`config.mk`:
```
export PLATFORM = sky130hd
export DESIGN_NAME = l1d_subsystem
export DESIGN_NICKNAME = d
export VERILOG_FILES = /design/src/common/l1d_pkg.sv /design/src/dcache/dcache_array.sv /design/src/dcache/dcache_ctrl.sv /design/src/hwpf/hwpf_stride_arbiter.sv /design/src/hwpf/hwpf_stride_engine.sv /design/src/l1d_req_arbiter.sv /design/src/l1d_subsystem.sv
export SDC_FILE = /design/constraint.sdc
export NUM_CORES = 2
export LEC_CHECK = 0
export ABC_CLOCK_PERIOD_IN_PS = 11600
export BUFFER_PORTS_ARGS = -buffer_cell sky130_fd_sc_hd__buf_2
export CAP_MARGIN = 20
export CORE_AREA = 2 2 464 466
export CTS_CLUSTER_DIAMETER = 80
export DETAILED_ROUTE_END_ITERATION = 6
export DIE_AREA = 0 0 466 468
export GPL_TIMING_DRIVEN = 0
export PLACE_DENSITY = 0.65
export SETUP_SLACK_MARGIN = 0.3
export SKIP_LAST_GASP = 1
export SLEW_MARGIN = 25
export SYNTH_ARGS = -nofsm -noshare
export SYNTH_HDL_FRONTEND = slang
export SYNTH_HIERARCHICAL = 1
export SYNTH_SLANG_ARGS = --single-unit
export TNS_END_PERCENT = 1
```
`constraint.sdc`:
```
create_clock -name clk_i -period 11.6 [get_ports clk_i]
set_input_delay 1.74 -clock clk_i [delete_from_list [all_inputs] [get_ports clk_i]]
set_output_delay 1.74 -clock clk_i [all_outputs]
set_load 0.1 [all_outputs]
```
`src/common/l1d_pkg.sv`:
```
/*
 * Shared definitions for the L1 data-side subsystem
 *   - address and data widths, byte offset split
 *   - prefetcher configuration word width
 *   - stride prefetcher param fields and param union
 */
package l1d_pkg;

  localparam int ADDR_W = 32;  // Byte address
  localparam int DATA_W = 64;  // One word per cache line
  localparam int CFG_W  = 64;  // Prefetcher config words
  localparam int OFFS_W = 3;   // Byte offset inside a word, ignored by the cache

  typedef logic [ADDR_W-1:0] addr_t;
  typedef logic [DATA_W-1:0] data_t;

  // Stride prefetcher param register layout
  typedef struct packed {
    logic [31:0] rsvd;
    logic [15:0] nlines;  // Lines fetched per trigger
    logic [15:0] stride;  // Bytes between two prefetches
  } hwpf_param_fields_t;

  // Same word, seen raw for readback or split into fields
  typedef union packed {
    logic [CFG_W-1:0]   raw;
    hwpf_param_fields_t fields;
  } hwpf_param_u;

endpackage

```
`src/dcache/dcache_array.sv`:
```
/*
 * Direct-mapped cache storage
 *   - valid bits, tags and one data word per set
 *   - combinational lookup, single line write, invalidate-all
 */
`timescale 1ns/1ps

module dcache_array import l1d_pkg::*; #(
  parameter int unsigned CacheSets = 16
) (
  input  logic  clk_i,
  input  logic  rst_ni,
  input  addr_t rd_addr_i,
  output logic  hit_o,
  output data_t rd_data_o,
  input  logic  wr_en_i,
  input  addr_t wr_addr_i,
  input  data_t wr_data_i,
  input  logic  inval_all_i
);

  localparam int IdxW = $clog2(CacheSets);
  localparam int TagW = ADDR_W - OFFS_W - IdxW;

  logic [CacheSets-1:0] valid_q;
  logic [TagW-1:0]      tag_q  [CacheSets];
  data_t                data_q [CacheSets];

  logic [IdxW-1:0] rd_idx, wr_idx;

  assign rd_idx = rd_addr_i[OFFS_W +: IdxW];
  assign wr_idx = wr_addr_i[OFFS_W +: IdxW];

  assign hit_o     = valid_q[rd_idx] && (tag_q[rd_idx] == rd_addr_i[ADDR_W-1 -: TagW]);
  assign rd_data_o = data_q[rd_idx];

  always_ff @(posedge clk_i or negedge rst_ni) begin
    if (!rst_ni) begin
      valid_q <= '0;
    end else if (inval_all_i) begin
      valid_q <= '0;  // Flush
    end else if (wr_en_i) begin
      valid_q[wr_idx] <= 1'b1;
    end
  end

  always_ff @(posedge clk_i) begin
    if (wr_en_i) begin
      tag_q[wr_idx]  <= wr_addr_i[ADDR_W-1 -: TagW];
      data_q[wr_idx] <= wr_data_i;
    end
  end

endmodule

```
`src/dcache/dcache_ctrl.sv`:
```
/*
 * Data cache controller
 *   - idle, lookup, memory wait and ack states
 *   - load hit/refill, write-through stores, silent prefetch refill
 *   - flush with one-cycle acknowledge, load-miss event
 */
`timescale 1ns/1ps

module dcache_ctrl import l1d_pkg::*; #(
  parameter int unsigned CacheSets = 16
) (
  input  logic  clk_i,
  input  logic  rst_ni,
  input  logic  core_req_i,
  input  logic  core_we_i,
  input  logic  core_pf_i,
  input  addr_t core_addr_i,
  input  data_t core_wdata_i,
  output logic  core_ack_o,
  output data_t core_rdata_o,
  input  logic  flush_i,
  output logic  flush_ack_o,
  output logic  miss_o,
  output logic  mem_req_o,
  output logic  mem_we_o,
  output addr_t mem_addr_o,
  output data_t mem_wdata_o,
  input  logic  mem_ack_i,
  input  data_t mem_rdata_i
);

  localparam logic [1:0] StIdle    = 2'd0;
  localparam logic [1:0] StLookup  = 2'd1;
  localparam logic [1:0] StMemWait = 2'd2;
  localparam logic [1:0] StAck     = 2'd3;

  logic [1:0] state_q;
  logic       ack_q, mem_req_q, miss_q, flush_ack_q;

  // Latched request
  addr_t addr_q;
  data_t wdata_q, rdata_q;
  logic  we_q, pf_q;

  logic  hit, wr_en, flush_go, accept;
  data_t arr_rdata, wr_data;

  //////////////////////////////////////////
  // Storage
  //////////////////////////////////////////

  assign flush_go = (state_q == StIdle) && flush_i && !flush_ack_q;
  assign accept   = (state_q == StIdle) && !flush_go && core_req_i && !mem_ack_i;

  // Refill on read miss, update on store hit
  assign wr_en   = (state_q == StMemWait) && mem_req_q && mem_ack_i && (!we_q || hit);
  assign wr_data = we_q ? wdata_q : mem_rdata_i;

  dcache_array #(
    .CacheSets (CacheSets)
  ) i_dcache_array (
    .clk_i,
    .rst_ni,
    .rd_addr_i   (addr_q),
    .hit_o       (hit),
    .rd_data_o   (arr_rdata),
    .wr_en_i     (wr_en),
    .wr_addr_i   (addr_q),
    .wr_data_i   (wr_data),
    .inval_all_i (flush_go)
  );

  //////////////////////////////////////////
  // Control FSM
  //////////////////////////////////////////

  always_ff @(posedge clk_i or negedge rst_ni) begin
    if (!rst_ni) begin
      state_q     <= StIdle;
      ack_q       <= 1'b0;
      mem_req_q   <= 1'b0;
      miss_q      <= 1'b0;
      flush_ack_q <= 1'b0;
    end else begin
      miss_q      <= 1'b0;
      flush_ack_q <= flush_go;  // Single-cycle pulse
      case (state_q)
        StIdle: begin
          if (accept) state_q <= StLookup;
        end
        StLookup: begin
          if (we_q || !hit) begin
            mem_req_q <= 1'b1;  // Write-through or refill
            state_q   <= StMemWait;
          end else begin
            state_q <= StAck;
          end
          miss_q <= !we_q && !pf_q && !hit;  // Demand loads only
        end
        StMemWait: begin
          if (mem_ack_i) begin
            mem_req_q <= 1'b0;
            state_q   <= StAck;
          end
        end
        default: begin
          if (!ack_q) begin
            ack_q <= 1'b1;
          end else if (!core_req_i) begin
            ack_q   <= 1'b0;
            state_q <= StIdle;
          end
        end
      endcase
    end
  end

  always_ff @(posedge clk_i) begin
    if (accept) begin
      addr_q  <= core_addr_i;
      wdata_q <= core_wdata_i;
      we_q    <= core_we_i;
      pf_q    <= core_pf_i;
    end
    if (state_q == StLookup) rdata_q <= arr_rdata;
    if (wr_en && !we_q)      rdata_q <= mem_rdata_i;  // Refill data
  end

  assign core_ack_o   = ack_q;
  assign core_rdata_o = rdata_q;
  assign flush_ack_o  = flush_ack_q;
  assign miss_o       = miss_q;

  assign mem_req_o   = mem_req_q;
  assign mem_we_o    = we_q;
  assign mem_addr_o  = addr_q;
  assign mem_wdata_o = wdata_q;

endmodule

```
`src/hwpf/hwpf_stride_arbiter.sv`:
```
/*
 * Stride prefetcher array
 *   - one engine per configuration slot
 *   - lowest-index grant held through the transfer
 *   - status word with enables and busy flags
 */
`timescale 1ns/1ps

module hwpf_stride_arbiter import l1d_pkg::*; #(
  parameter int unsigned NrHwPrefetchers = 2
) (
  input  logic                                  clk_i,
  input  logic                                  rst_ni,
  input  logic [NrHwPrefetchers-1:0]            hwpf_base_set_i,
  input  logic [NrHwPrefetchers-1:0][CFG_W-1:0] hwpf_base_i,
  output logic [NrHwPrefetchers-1:0][CFG_W-1:0] hwpf_base_o,
  input  logic [NrHwPrefetchers-1:0]            hwpf_param_set_i,
  input  logic [NrHwPrefetchers-1:0][CFG_W-1:0] hwpf_param_i,
  output logic [NrHwPrefetchers-1:0][CFG_W-1:0] hwpf_param_o,
  input  logic [NrHwPrefetchers-1:0]            hwpf_throttle_set_i,
  input  logic [NrHwPrefetchers-1:0][CFG_W-1:0] hwpf_throttle_i,
  output logic [NrHwPrefetchers-1:0][CFG_W-1:0] hwpf_throttle_o,
  output logic [CFG_W-1:0]                      hwpf_status_o,
  input  logic                                  snoop_valid_i,
  input  addr_t                                 snoop_addr_i,
  output logic                                  pf_req_o,
  output addr_t                                 pf_addr_o,
  input  logic                                  pf_ack_i
);

  logic [NrHwPrefetchers-1:0]             eng_req, eng_ack, enabled, busy;
  logic [NrHwPrefetchers-1:0]             gnt_q, pick;
  logic [NrHwPrefetchers-1:0][ADDR_W-1:0] eng_addr;

  for (genvar i = 0; i < NrHwPrefetchers; i++) begin : gen_engine
    hwpf_stride_engine i_hwpf_stride_engine (
      .clk_i,
      .rst_ni,
      .base_set_i     (hwpf_base_set_i[i]),
      .base_i         (hwpf_base_i[i]),
      .base_o         (hwpf_base_o[i]),
      .param_set_i    (hwpf_param_set_i[i]),
      .param_i        (hwpf_param_i[i]),
      .param_o        (hwpf_param_o[i]),
      .throttle_set_i (hwpf_throttle_set_i[i]),
      .throttle_i     (hwpf_throttle_i[i]),
      .throttle_o     (hwpf_throttle_o[i]),
      .snoop_valid_i,
      .snoop_addr_i,
      .pf_req_o       (eng_req[i]),
      .pf_addr_o      (eng_addr[i]),
      .pf_ack_i       (eng_ack[i]),
      .enabled_o      (enabled[i]),
      .busy_o         (busy[i])
    );
  end

  assign pick = eng_req & (~eng_req + 1'b1);  // Lowest set bit

  always_ff @(posedge clk_i or negedge rst_ni) begin
    if (!rst_ni) begin
      gnt_q <= '0;
    end else if (gnt_q == '0) begin
      if (!pf_ack_i) gnt_q <= pick;
    end else if (!pf_req_o && !pf_ack_i) begin
      gnt_q <= '0;  // Four-phase cycle closed
    end
  end

  always_comb begin
    pf_addr_o = '0;
    for (int i = 0; i < NrHwPrefetchers; i++) begin
      if (gnt_q[i]) pf_addr_o = eng_addr[i];
    end
  end

  assign pf_req_o = |(gnt_q & eng_req);
  assign eng_ack  = gnt_q & {NrHwPrefetchers{pf_ack_i}};

  // Enables from bit 0, busy flags from bit 32
  assign hwpf_status_o = {{(32-NrHwPrefetchers){1'b0}}, busy,
                          {(32-NrHwPrefetchers){1'b0}}, enabled};

endmodule

```
`src/hwpf/hwpf_stride_engine.sv`:
```
/*
 * Stride prefetch engine
 *   - base, param and throttle registers with readback
 *   - triggers on a snooped access to the base address
 *   - issues nlines prefetches, then advances the base
 */
`timescale 1ns/1ps

module hwpf_stride_engine import l1d_pkg::*; (
  input  logic             clk_i,
  input  logic             rst_ni,
  input  logic             base_set_i,
  input  logic [CFG_W-1:0] base_i,
  output logic [CFG_W-1:0] base_o,
  input  logic             param_set_i,
  input  logic [CFG_W-1:0] param_i,
  output logic [CFG_W-1:0] param_o,
  input  logic             throttle_set_i,
  input  logic [CFG_W-1:0] throttle_i,
  output logic [CFG_W-1:0] throttle_o,
  input  logic             snoop_valid_i,
  input  addr_t            snoop_addr_i,
  output logic             pf_req_o,
  output addr_t            pf_addr_o,
  input  logic             pf_ack_i,
  output logic             enabled_o,
  output logic             busy_o
);

  logic [CFG_W-1:0] base_q, throttle_q;
  hwpf_param_u      param_q;

  logic             busy_q, pf_req_q;
  logic [15:0]      cnt_q, thr_cnt_q;  // Prefetch index k, idle cycles
  logic [CFG_W-1:0] cursor_q;          // base + stride * k

  logic [CFG_W-1:0] base_addr, stride_ext;
  logic             trigger;

  assign base_addr  = {base_q[CFG_W-1:OFFS_W], {OFFS_W{1'b0}}};
  assign stride_ext = CFG_W'(param_q.fields.stride);

  assign trigger = base_q[0] && !busy_q && snoop_valid_i
                && (param_q.fields.nlines != '0)
                && (snoop_addr_i[ADDR_W-1:OFFS_W] == base_q[ADDR_W-1:OFFS_W]);

  always_ff @(posedge clk_i or negedge rst_ni) begin
    if (!rst_ni) begin
      base_q     <= '0;
      param_q    <= '0;
      throttle_q <= '0;
      busy_q     <= 1'b0;
      pf_req_q   <= 1'b0;
      cnt_q      <= '0;
      thr_cnt_q  <= '0;
      cursor_q   <= '0;
    end else begin
      if (trigger) begin
        busy_q    <= 1'b1;
        pf_req_q  <= 1'b1;
        cnt_q     <= 16'd1;
        thr_cnt_q <= '0;
        cursor_q  <= base_addr + stride_ext;
      end else if (busy_q) begin
        if (pf_req_q) begin
          if (pf_ack_i) pf_req_q <= 1'b0;
        end else if (!pf_ack_i) begin
          if (cnt_q == param_q.fields.nlines) begin
            // Done, next window starts after the last line, enable kept
            busy_q <= 1'b0;
            base_q <= {cursor_q[CFG_W-1:OFFS_W], base_q[OFFS_W-1:0]};
          end else if (thr_cnt_q == throttle_q[15:0]) begin
            thr_cnt_q <= '0;
            cnt_q     <= cnt_q + 16'd1;
            cursor_q  <= cursor_q + stride_ext;
            pf_req_q  <= 1'b1;
          end else begin
            thr_cnt_q <= thr_cnt_q + 16'd1;
          end
        end
      end
      // Software writes win
      if (base_set_i)     base_q      <= base_i;
      if (param_set_i)    param_q.raw <= param_i;
      if (throttle_set_i) throttle_q  <= throttle_i;
    end
  end

  assign base_o     = base_q;
  assign param_o    = param_q.raw;
  assign throttle_o = throttle_q;

  assign pf_req_o  = pf_req_q;
  assign pf_addr_o = cursor_q[ADDR_W-1:0];
  assign enabled_o = base_q[0];
  assign busy_o    = busy_q;

endmodule

```
`src/l1d_req_arbiter.sv`:
```
/*
 * Fixed-priority requester arbiter
 *   - store, then load, then prefetch
 *   - grant held until the winner's ack has fallen
 *   - snoop pulse on accepted demand accesses
 */
`timescale 1ns/1ps

module l1d_req_arbiter import l1d_pkg::*; (
  input  logic  clk_i,
  input  logic  rst_ni,
  input  logic  st_req_i,
  input  addr_t st_addr_i,
  input  data_t st_wdata_i,
  output logic  st_ack_o,
  input  logic  ld_req_i,
  input  addr_t ld_addr_i,
  output logic  ld_ack_o,
  output data_t ld_rdata_o,
  input  logic  pf_req_i,
  input  addr_t pf_addr_i,
  output logic  pf_ack_o,
  output logic  core_req_o,
  output logic  core_we_o,
  output logic  core_pf_o,
  output addr_t core_addr_o,
  output data_t core_wdata_o,
  input  logic  core_ack_i,
  input  data_t core_rdata_i,
  output logic  snoop_valid_o,
  output addr_t snoop_addr_o
);

  logic [2:0] gnt_q, pick;  // One-hot {pf, ld, st}
  logic       core_ack_q;

  always_comb begin
    if (st_req_i)      pick = 3'b001;
    else if (ld_req_i) pick = 3'b010;
    else if (pf_req_i) pick = 3'b100;
    else               pick = 3'b000;
  end

  always_ff @(posedge clk_i or negedge rst_ni) begin
    if (!rst_ni) begin
      gnt_q      <= '0;
      core_ack_q <= 1'b0;
    end else begin
      core_ack_q <= core_ack_i;
      if (gnt_q == '0) begin
        if (!core_ack_i) gnt_q <= pick;  // Previous transfer fully closed
      end else if (!core_req_o && !core_ack_i) begin
        gnt_q <= '0;
      end
    end
  end

  assign core_req_o   = |(gnt_q & {pf_req_i, ld_req_i, st_req_i});
  assign core_we_o    = gnt_q[0];
  assign core_pf_o    = gnt_q[2];
  assign core_addr_o  = gnt_q[0] ? st_addr_i : (gnt_q[1] ? ld_addr_i : pf_addr_i);
  assign core_wdata_o = st_wdata_i;

  // Ack only to the granted requester
  assign st_ack_o   = gnt_q[0] & core_ack_i;
  assign ld_ack_o   = gnt_q[1] & core_ack_i;
  assign pf_ack_o   = gnt_q[2] & core_ack_i;
  assign ld_rdata_o = core_rdata_i;

  // Rising ack of a demand access
  assign snoop_valid_o = core_ack_i & ~core_ack_q & (gnt_q[0] | gnt_q[1]);
  assign snoop_addr_o  = core_addr_o;

endmodule

```
`src/l1d_subsystem.sv`:
```
/*
 * L1 data-side top level
 *   - store/load/prefetch request arbiter
 *   - write-through direct-mapped data cache
 *   - stride hardware prefetchers
 */
`timescale 1ns/1ps

module l1d_subsystem import l1d_pkg::*; #(
  parameter int unsigned NrHwPrefetchers = 2,
  parameter int unsigned CacheSets       = 16
) (
  input  logic                                  clk_i,
  input  logic                                  rst_ni,
  // Load port
  input  logic                                  ld_req_i,
  input  addr_t                                 ld_addr_i,
  output logic                                  ld_ack_o,
  output data_t                                 ld_rdata_o,
  // Store port
  input  logic                                  st_req_i,
  input  addr_t                                 st_addr_i,
  input  data_t                                 st_wdata_i,
  output logic                                  st_ack_o,
  // Memory port
  output logic                                  mem_req_o,
  output logic                                  mem_we_o,
  output addr_t                                 mem_addr_o,
  output data_t                                 mem_wdata_o,
  input  logic                                  mem_ack_i,
  input  data_t                                 mem_rdata_i,
  // Cache management
  input  logic                                  dcache_flush_i,
  output logic                                  dcache_flush_ack_o,
  output logic                                  dcache_miss_o,
  // Prefetcher configuration
  input  logic [NrHwPrefetchers-1:0]            hwpf_base_set_i,
  input  logic [NrHwPrefetchers-1:0][CFG_W-1:0] hwpf_base_i,
  output logic [NrHwPrefetchers-1:0][CFG_W-1:0] hwpf_base_o,
  input  logic [NrHwPrefetchers-1:0]            hwpf_param_set_i,
  input  logic [NrHwPrefetchers-1:0][CFG_W-1:0] hwpf_param_i,
  output logic [NrHwPrefetchers-1:0][CFG_W-1:0] hwpf_param_o,
  input  logic [NrHwPrefetchers-1:0]            hwpf_throttle_set_i,
  input  logic [NrHwPrefetchers-1:0][CFG_W-1:0] hwpf_throttle_i,
  output logic [NrHwPrefetchers-1:0][CFG_W-1:0] hwpf_throttle_o,
  output logic [CFG_W-1:0]                      hwpf_status_o
);

  // Arbiter to cache
  logic  core_req, core_we, core_pf, core_ack;
  addr_t core_addr;
  data_t core_wdata, core_rdata;

  // Prefetcher to arbiter, and snoop back
  logic  pf_req, pf_ack, snoop_valid;
  addr_t pf_addr, snoop_addr;

  l1d_req_arbiter i_l1d_req_arbiter (
    .clk_i,
    .rst_ni,
    .st_req_i,
    .st_addr_i,
    .st_wdata_i,
    .st_ack_o,
    .ld_req_i,
    .ld_addr_i,
    .ld_ack_o,
    .ld_rdata_o,
    .pf_req_i      (pf_req),
    .pf_addr_i     (pf_addr),
    .pf_ack_o      (pf_ack),
    .core_req_o    (core_req),
    .core_we_o     (core_we),
    .core_pf_o     (core_pf),
    .core_addr_o   (core_addr),
    .core_wdata_o  (core_wdata),
    .core_ack_i    (core_ack),
    .core_rdata_i  (core_rdata),
    .snoop_valid_o (snoop_valid),
    .snoop_addr_o  (snoop_addr)
  );

  dcache_ctrl #(
    .CacheSets (CacheSets)
  ) i_dcache_ctrl (
    .clk_i,
    .rst_ni,
    .core_req_i   (core_req),
    .core_we_i    (core_we),
    .core_pf_i    (core_pf),
    .core_addr_i  (core_addr),
    .core_wdata_i (core_wdata),
    .core_ack_o   (core_ack),
    .core_rdata_o (core_rdata),
    .flush_i      (dcache_flush_i),
    .flush_ack_o  (dcache_flush_ack_o),
    .miss_o       (dcache_miss_o),
    .mem_req_o,
    .mem_we_o,
    .mem_addr_o,
    .mem_wdata_o,
    .mem_ack_i,
    .mem_rdata_i
  );

  hwpf_stride_arbiter #(
    .NrHwPrefetchers (NrHwPrefetchers)
  ) i_hwpf_stride_arbiter (
    .clk_i,
    .rst_ni,
    .hwpf_base_set_i,
    .hwpf_base_i,
    .hwpf_base_o,
    .hwpf_param_set_i,
    .hwpf_param_i,
    .hwpf_param_o,
    .hwpf_throttle_set_i,
    .hwpf_throttle_i,
    .hwpf_throttle_o,
    .hwpf_status_o,
    .snoop_valid_i (snoop_valid),
    .snoop_addr_i  (snoop_addr),
    .pf_req_o      (pf_req),
    .pf_addr_o     (pf_addr),
    .pf_ack_i      (pf_ack)
  );

endmodule

```
## Yosys cells after proc, flatten, opt, wreduce, memory -nomap -nowiden

Memory sizes are Yosys's and may differ from the RTL's. A register that Yosys moved wholly into a read port is not among the register bits.
Cells that the tools add are included.

- Bits in registers: 706
- Memory bits (writable): 1424
- Input port bits: 588
- Output and inout port bits: 614
- Logic and storage cells: 260
- Memories: 2

Memories:

| name | depth | width | rd ports | clocked after Yosys merged registers in | write ports | line | text |
|---|---|---|---|---|---|---|---|
| i_dcache_ctrl.i_dcache_array.data_q | 16 | 64 | 1 | 1 | 1 | dcache_array.sv:27 | `data_t data_q [CacheSets];` |
| i_dcache_ctrl.i_dcache_array.tag_q | 16 | 25 | 1 | 1 | 1 | dcache_array.sv:26 | `logic [TagW-1:0] tag_q [CacheSets];` |

- $add $sub $neg: 9
- Magnitude comparators: 2
- Eq/ne operators: 27
- Muxes and demuxes: 107
- Bitwise operators: 13
- Reductions and logical operators: 69

Operator list:

| operator | number |
|---|---|
| 64-bit two-way mux | 25 |
| 16-bit two-way mux | 26 |
| 64-bit by 16-bit adder with 64-bit output | 4 |
| 32-bit two-way mux | 4 |
| 16-bit by 1-bit adder with 16-bit output (second input constant) | 4 |
| 16-bit == test | 4 |
| 29-bit == test | 2 |
| 1-bit two-way mux | 34 |
| 16-bit nonzero test | 2 |
| 2-bit != test (second input constant) | 13 |
| 2-bit nonzero test | 13 |
| 25-bit == test | 1 |
| 1-bit logical AND | 23 |
| 5-bit AND reduction | 4 |
| 3-bit two-way mux | 6 |
| 16-bit bitwise OR | 1 |
| 2-bit two-way mux | 7 |
| 1-bit zero test | 12 |
| 4-bit AND reduction | 3 |
| 2-bit by 1-bit != test with 1-bit output (second input constant) | 4 |
| 2-bit bitwise AND | 3 |
| 2-bit one-hot mux with 3 select lines | 1 |
| 3-bit OR reduction | 2 |
| 1-bit bitwise AND | 5 |
| other kinds (21) | 24 |

## Longest topological paths before layout

- Word-level depth: 9
- Mapped depth: 17
- Mapped depth without buffers: 13

## By module

Netlist, hierarchy kept.

By module, submodules not included:

| module | instances | cells each | area each (um2) | sequential area each (um2) |
|---|---|---|---|---|
| dcache_array | 1 | 2225 | 54853.9 | 43161.4 |
| hwpf_stride_engine (i_hwpf_stride_arbiter.gen_engine[0].i_hwpf_stride_engine) | 1 | 1617 | 16574.6 | 7257.0 |
| hwpf_stride_engine (i_hwpf_stride_arbiter.gen_engine[1].i_hwpf_stride_engine) | 1 | 1599 | 16214.3 | 7257.0 |
| dcache_ctrl | 1 | 346 | 6976.7 | 5014.8 |
| l1d_req_arbiter | 1 | 287 | 2072.0 | 100.1 |
| hwpf_stride_arbiter | 1 | 119 | 922.1 | 50.0 |

## Worst setup path after synthesis

Ideal clock, no wire load.

- Path type: flip-flop to flip-flop
- From: reg i_dcache_ctrl.addr_q[3], in the netlist i_dcache_ctrl/mem_addr_o[3]
- To: mem i_dcache_ctrl/i_dcache_array/data_q[0][0] (netlist name), enable pin
- Library setup time: 0.648 ns
- Arrival: 10.103 ns
- Required time: 10.952 ns
- Slack: 0.849 ns
- Stages on the path, launching flop included: 14
- Buffers on the path: 2
- Period minus slack after synthesis: 10.751 ns
- Cells stage by stage: edfxtp_1 -> buf_6 -> buf_6 -> mux4_2 -> mux2i_1 -> xnor2_1 -> o21ai_1 -> a2111oi_2 -> o2111ai_1 -> nor4_2 -> inv_1 -> a21oi_1 -> or3b_2 -> nor3_1

- Cells in the longest elaborated chain, start to end: 7

Ends and longest elaborated chain:

| element | line | text |
|---|---|---|
| start: declaration | dcache_ctrl.sv:41 | `addr_t addr_q;` |
| start signal: assignment | dcache_ctrl.sv:120 | `addr_q <= core_addr_i;` |
| 1-bit binary-select mux with 4-bit select | dcache_array.sv:34 | `assign hit_o = valid_q[rd_idx] && (tag_q[rd_idx] == rd_addr_i[ADDR_W-1 -: TagW]);` |
| 1-bit two-way mux (implied by the code) | dcache_array.sv:34 |  |
| 1-bit logical AND | dcache_array.sv:34 |  |
| net i_dcache_ctrl.hit | dcache_ctrl.sv:45 | `logic hit, wr_en, flush_go, accept;` |
| 1-bit logical OR | dcache_ctrl.sv:56 | `assign wr_en = (state_q == StMemWait) && mem_req_q && mem_ack_i && (!we_q \|\| hit);` |
| 1-bit logical AND | dcache_ctrl.sv:56 |  |
| net i_dcache_ctrl.wr_en | dcache_ctrl.sv:45 |  |
| 1-bit two-way mux | dcache_array.sv:48 | `if (wr_en_i) begin` |
| 1-bit two-way mux (implied by the code) | dcache_array.sv:50 | `data_q[wr_idx] <= wr_data_i;` |
| end: declaration | dcache_array.sv:27 |  |

The timed path passes the listed nets, and every way through them passes these cells. The select of a mux whose other input is x is not followed.

## Worst setup path in the final report

- From: reg i_dcache_ctrl.addr_q[5], in the netlist i_dcache_ctrl/mem_addr_o[5]
- To: mem i_dcache_ctrl/i_dcache_array/data_q[0][38] (netlist name), enable pin

Same word-level chain as after synthesis.

==> run_results.csv <==
group,metric,value,unit
layout,final_cells,10800,
floorplan,die_w,466,um
placement,gp_congestion,0.961,
detailed_routing,drt_iter0_drc,6479,
worst_setup_path,cp-end-kind,"register",
grt,antenna_found_initial,24,
grt,grt_pass1_wl,449000,um
pwr,power,21.3,mW
detailed_routing,finalWirelength,319000,um
clock_tree,cts_tree,"done",
clock_tree,path_clk_slew,60,ps
floorplan,ioPinCount,1202,
sta,slew_violations,0,
floorplan,num_rows,170,
layout,fin_nets,8370,
detailed_routing,via_per_inst,5.79,
clock_tree,cts_hold_buf,0,
clock_tree,cts_buffers,225,
grt,grt_pass1_vias,62000,
placement,place_area,110000,um2
worst_setup_path,crit_type,"reg -> reg",
sta,max-slew-margin-rel,0.317,
layout,postLayoutCoreUtil,0.550,
status,status,"finished clean",
job,maxCapViolCount,0,
yosys,avgSynthCellArea,15.8,um2
placement,port_buffers,1071,
placement,pre_cts_ws,3720,ps
sta,timing.fmax,0.124,GHz
sta,finClkSkew,93.5,ps
floorplan,core,213000,um2
pwr,cellPowerDensity,181,nW/um2
worst_setup_path,crit_arrival,8680,ps
worst_setup_path,required,12190,ps
yosys,netlist_area,97600,um2
clock_tree,clk_latency,900,ps
floorplan,initial_core_util,0.457,
floorplan,dieArea,218000,um2
pwr,ir_drop,0.164,mV
clock_tree,cts_num_sinks,2194,
floorplan,die_y,468,um
clock_tree,post_cts_buffers,0,
layout,area_delta_synth_final,20.3,%
pwr,leakage,44.7,nW
yosys,yosys_warnings,6,
clock_tree,clockRootBuffer,"clkbuf_16",
layout,drive_gt1_frac,0.363,
detailed_routing,vias,62300,
detailed_routing,firstDrtPassIters,6,
hold_path,hold_path_class,"reg -> reg",
worst_setup_path,start_kind,"register",
placement,hpwl,240000,um
clock_tree,ctsResizeCount,0,
sta,fin_crit_sh,0.697,
grt,grt-ovfl-total,0,
layout,stdcell_area,117000,um2
sta,worst_slew_pin_slew,1010,ps
worst_setup_path,slowest_stage,"nor4_2",
worst_setup_path,crit_chain,"buf_4 > clkbuf_1 > nor2b_1 > nand2_1 > a31oi_1 > a41oi_1 > nor4_1 > o2111ai_1 > nor4_2 > inv_1 > a21oi_1 > or3b_2 > nor3_2 > buf_4 > buf_4 > buf_4 > buf_6 > buf_4 > buf_4 > buf_4",
detailed_routing,wl_per_cell,29.7,um
clock_tree,clockBufferDepth,3,
clock_tree,htreeDepth,4,
grt,grtUsageTotal,0.287,
placement,dpl.cell_count,10300,
worst_setup_path,critPathMaxStageDelay,750,ps
sta,setup-violations-final,0,
worst_setup_path,cp_common_cell,"buf_4",
sta,rsz0062_at_grt,"false",
detailed_routing,ant_nets,0,
grt,grt_max_degree,94,
worst_setup_path,cp_max_fo,10,
sta,hold_violations,0,
yosys,synth_cells,6190,
sta,finalWorstSetupSlack,3510,ps
sta,period_needed,8090,ps
detailed_routing,route.detailed.drc,0,
layout by cell type, fill, tap and decap left out, drive strengths merged, types with 76 or more instances in the layout:
master	count
buf	1647
a21oi	145
nand4	81
clkinv	99
mux4	421
xor2	196
clkbuf	438
inv	76
nor3	76
nor2	247
mux2i	232
nand2	371
edfxtp	1586
mux2	398
o21ai	217
xnor2	210
dfrtp	608
nor4	93
nand3	124
routing by layer:
| layer | vias to the layer above | routed length [um] | track usage |
|---|---|---|---|
| met5 | - | 58 | 0 |
| met1 | 32000 | 122000 | 0.369 |
| met2 | 3105 | 158000 | 0.480 |
| li1 | 26600 | - | - |
| met3 | 541 | 26200 | 0.0550 |
| met4 | 8 | 13700 | 0.113 |
per-stage QoR:
stage	setup TNS, ps	hold WS, ps
floorplan	0	385
global placement	-9484020	449
detailed placement	0	464
CTS	0	479
global route	0	494
finish	0	483
report_power, final:
group | internal (mW) | switching, mW | total [mW]
logic | 1.20 | 3.39 | 4.59
clock network | 4.29 | 3.21 | 7.50
registers | 8.87 | 0.341 | 9.21
total | 14.4 | 6.94 | 21.3
final cells by class:
| type | instances | area [um2] |
|---|---|---|
| antenna | 8 | 20.0 |
| timing repair buffer | 1235 | 8100 |
| fill | 17100 | 96000 |
| inverter | 64 | 240 |
| buffer | 581 | 3610 |
| multi-input combinational | 3410 | 31300 |
| tap | 2838 | 3550 |
| clock buffer | 269 | 5910 |
| clock inverter | 153 | 1830 |
| sequential | 2194 | 62800 |
critical path, delay by kind of cell, from the launching register on:
| kind | cells | cell delay (ps) |
|---|---|---|
| AND/OR/NAND/NOR | 6 | 3360 |
| AO/OA/AOI/OAI | 4 | 1320 |
| flip-flops | 1 | 550 |
| buffers and inverters | 10 | 2550 |
final timing paths:
kind	startpoint	endpoint	slack [ps]	cells after the start
worst max-delay path	i_dcache_ctrl/mem_addr_o[5]	i_dcache_ctrl/i_dcache_array/data_q[0][38]	3510	20
worst min-delay path	i_l1d_req_arbiter/gnt_q[0]	i_dcache_ctrl/mem_we_o	480	0
worst max register to register	i_dcache_ctrl/mem_addr_o[5]	i_dcache_ctrl/i_dcache_array/data_q[0][38]	3510	20
worst min register to register	i_l1d_req_arbiter/gnt_q[0]	i_dcache_ctrl/mem_we_o	480	0
max in group asynchronous	rst_ni	asynchronous set/reset pin	8540	5
min in group asynchronous	rst_ni	asynchronous set/reset pin	780	1
No activity file was read; power rests on OpenSTA's default activity.
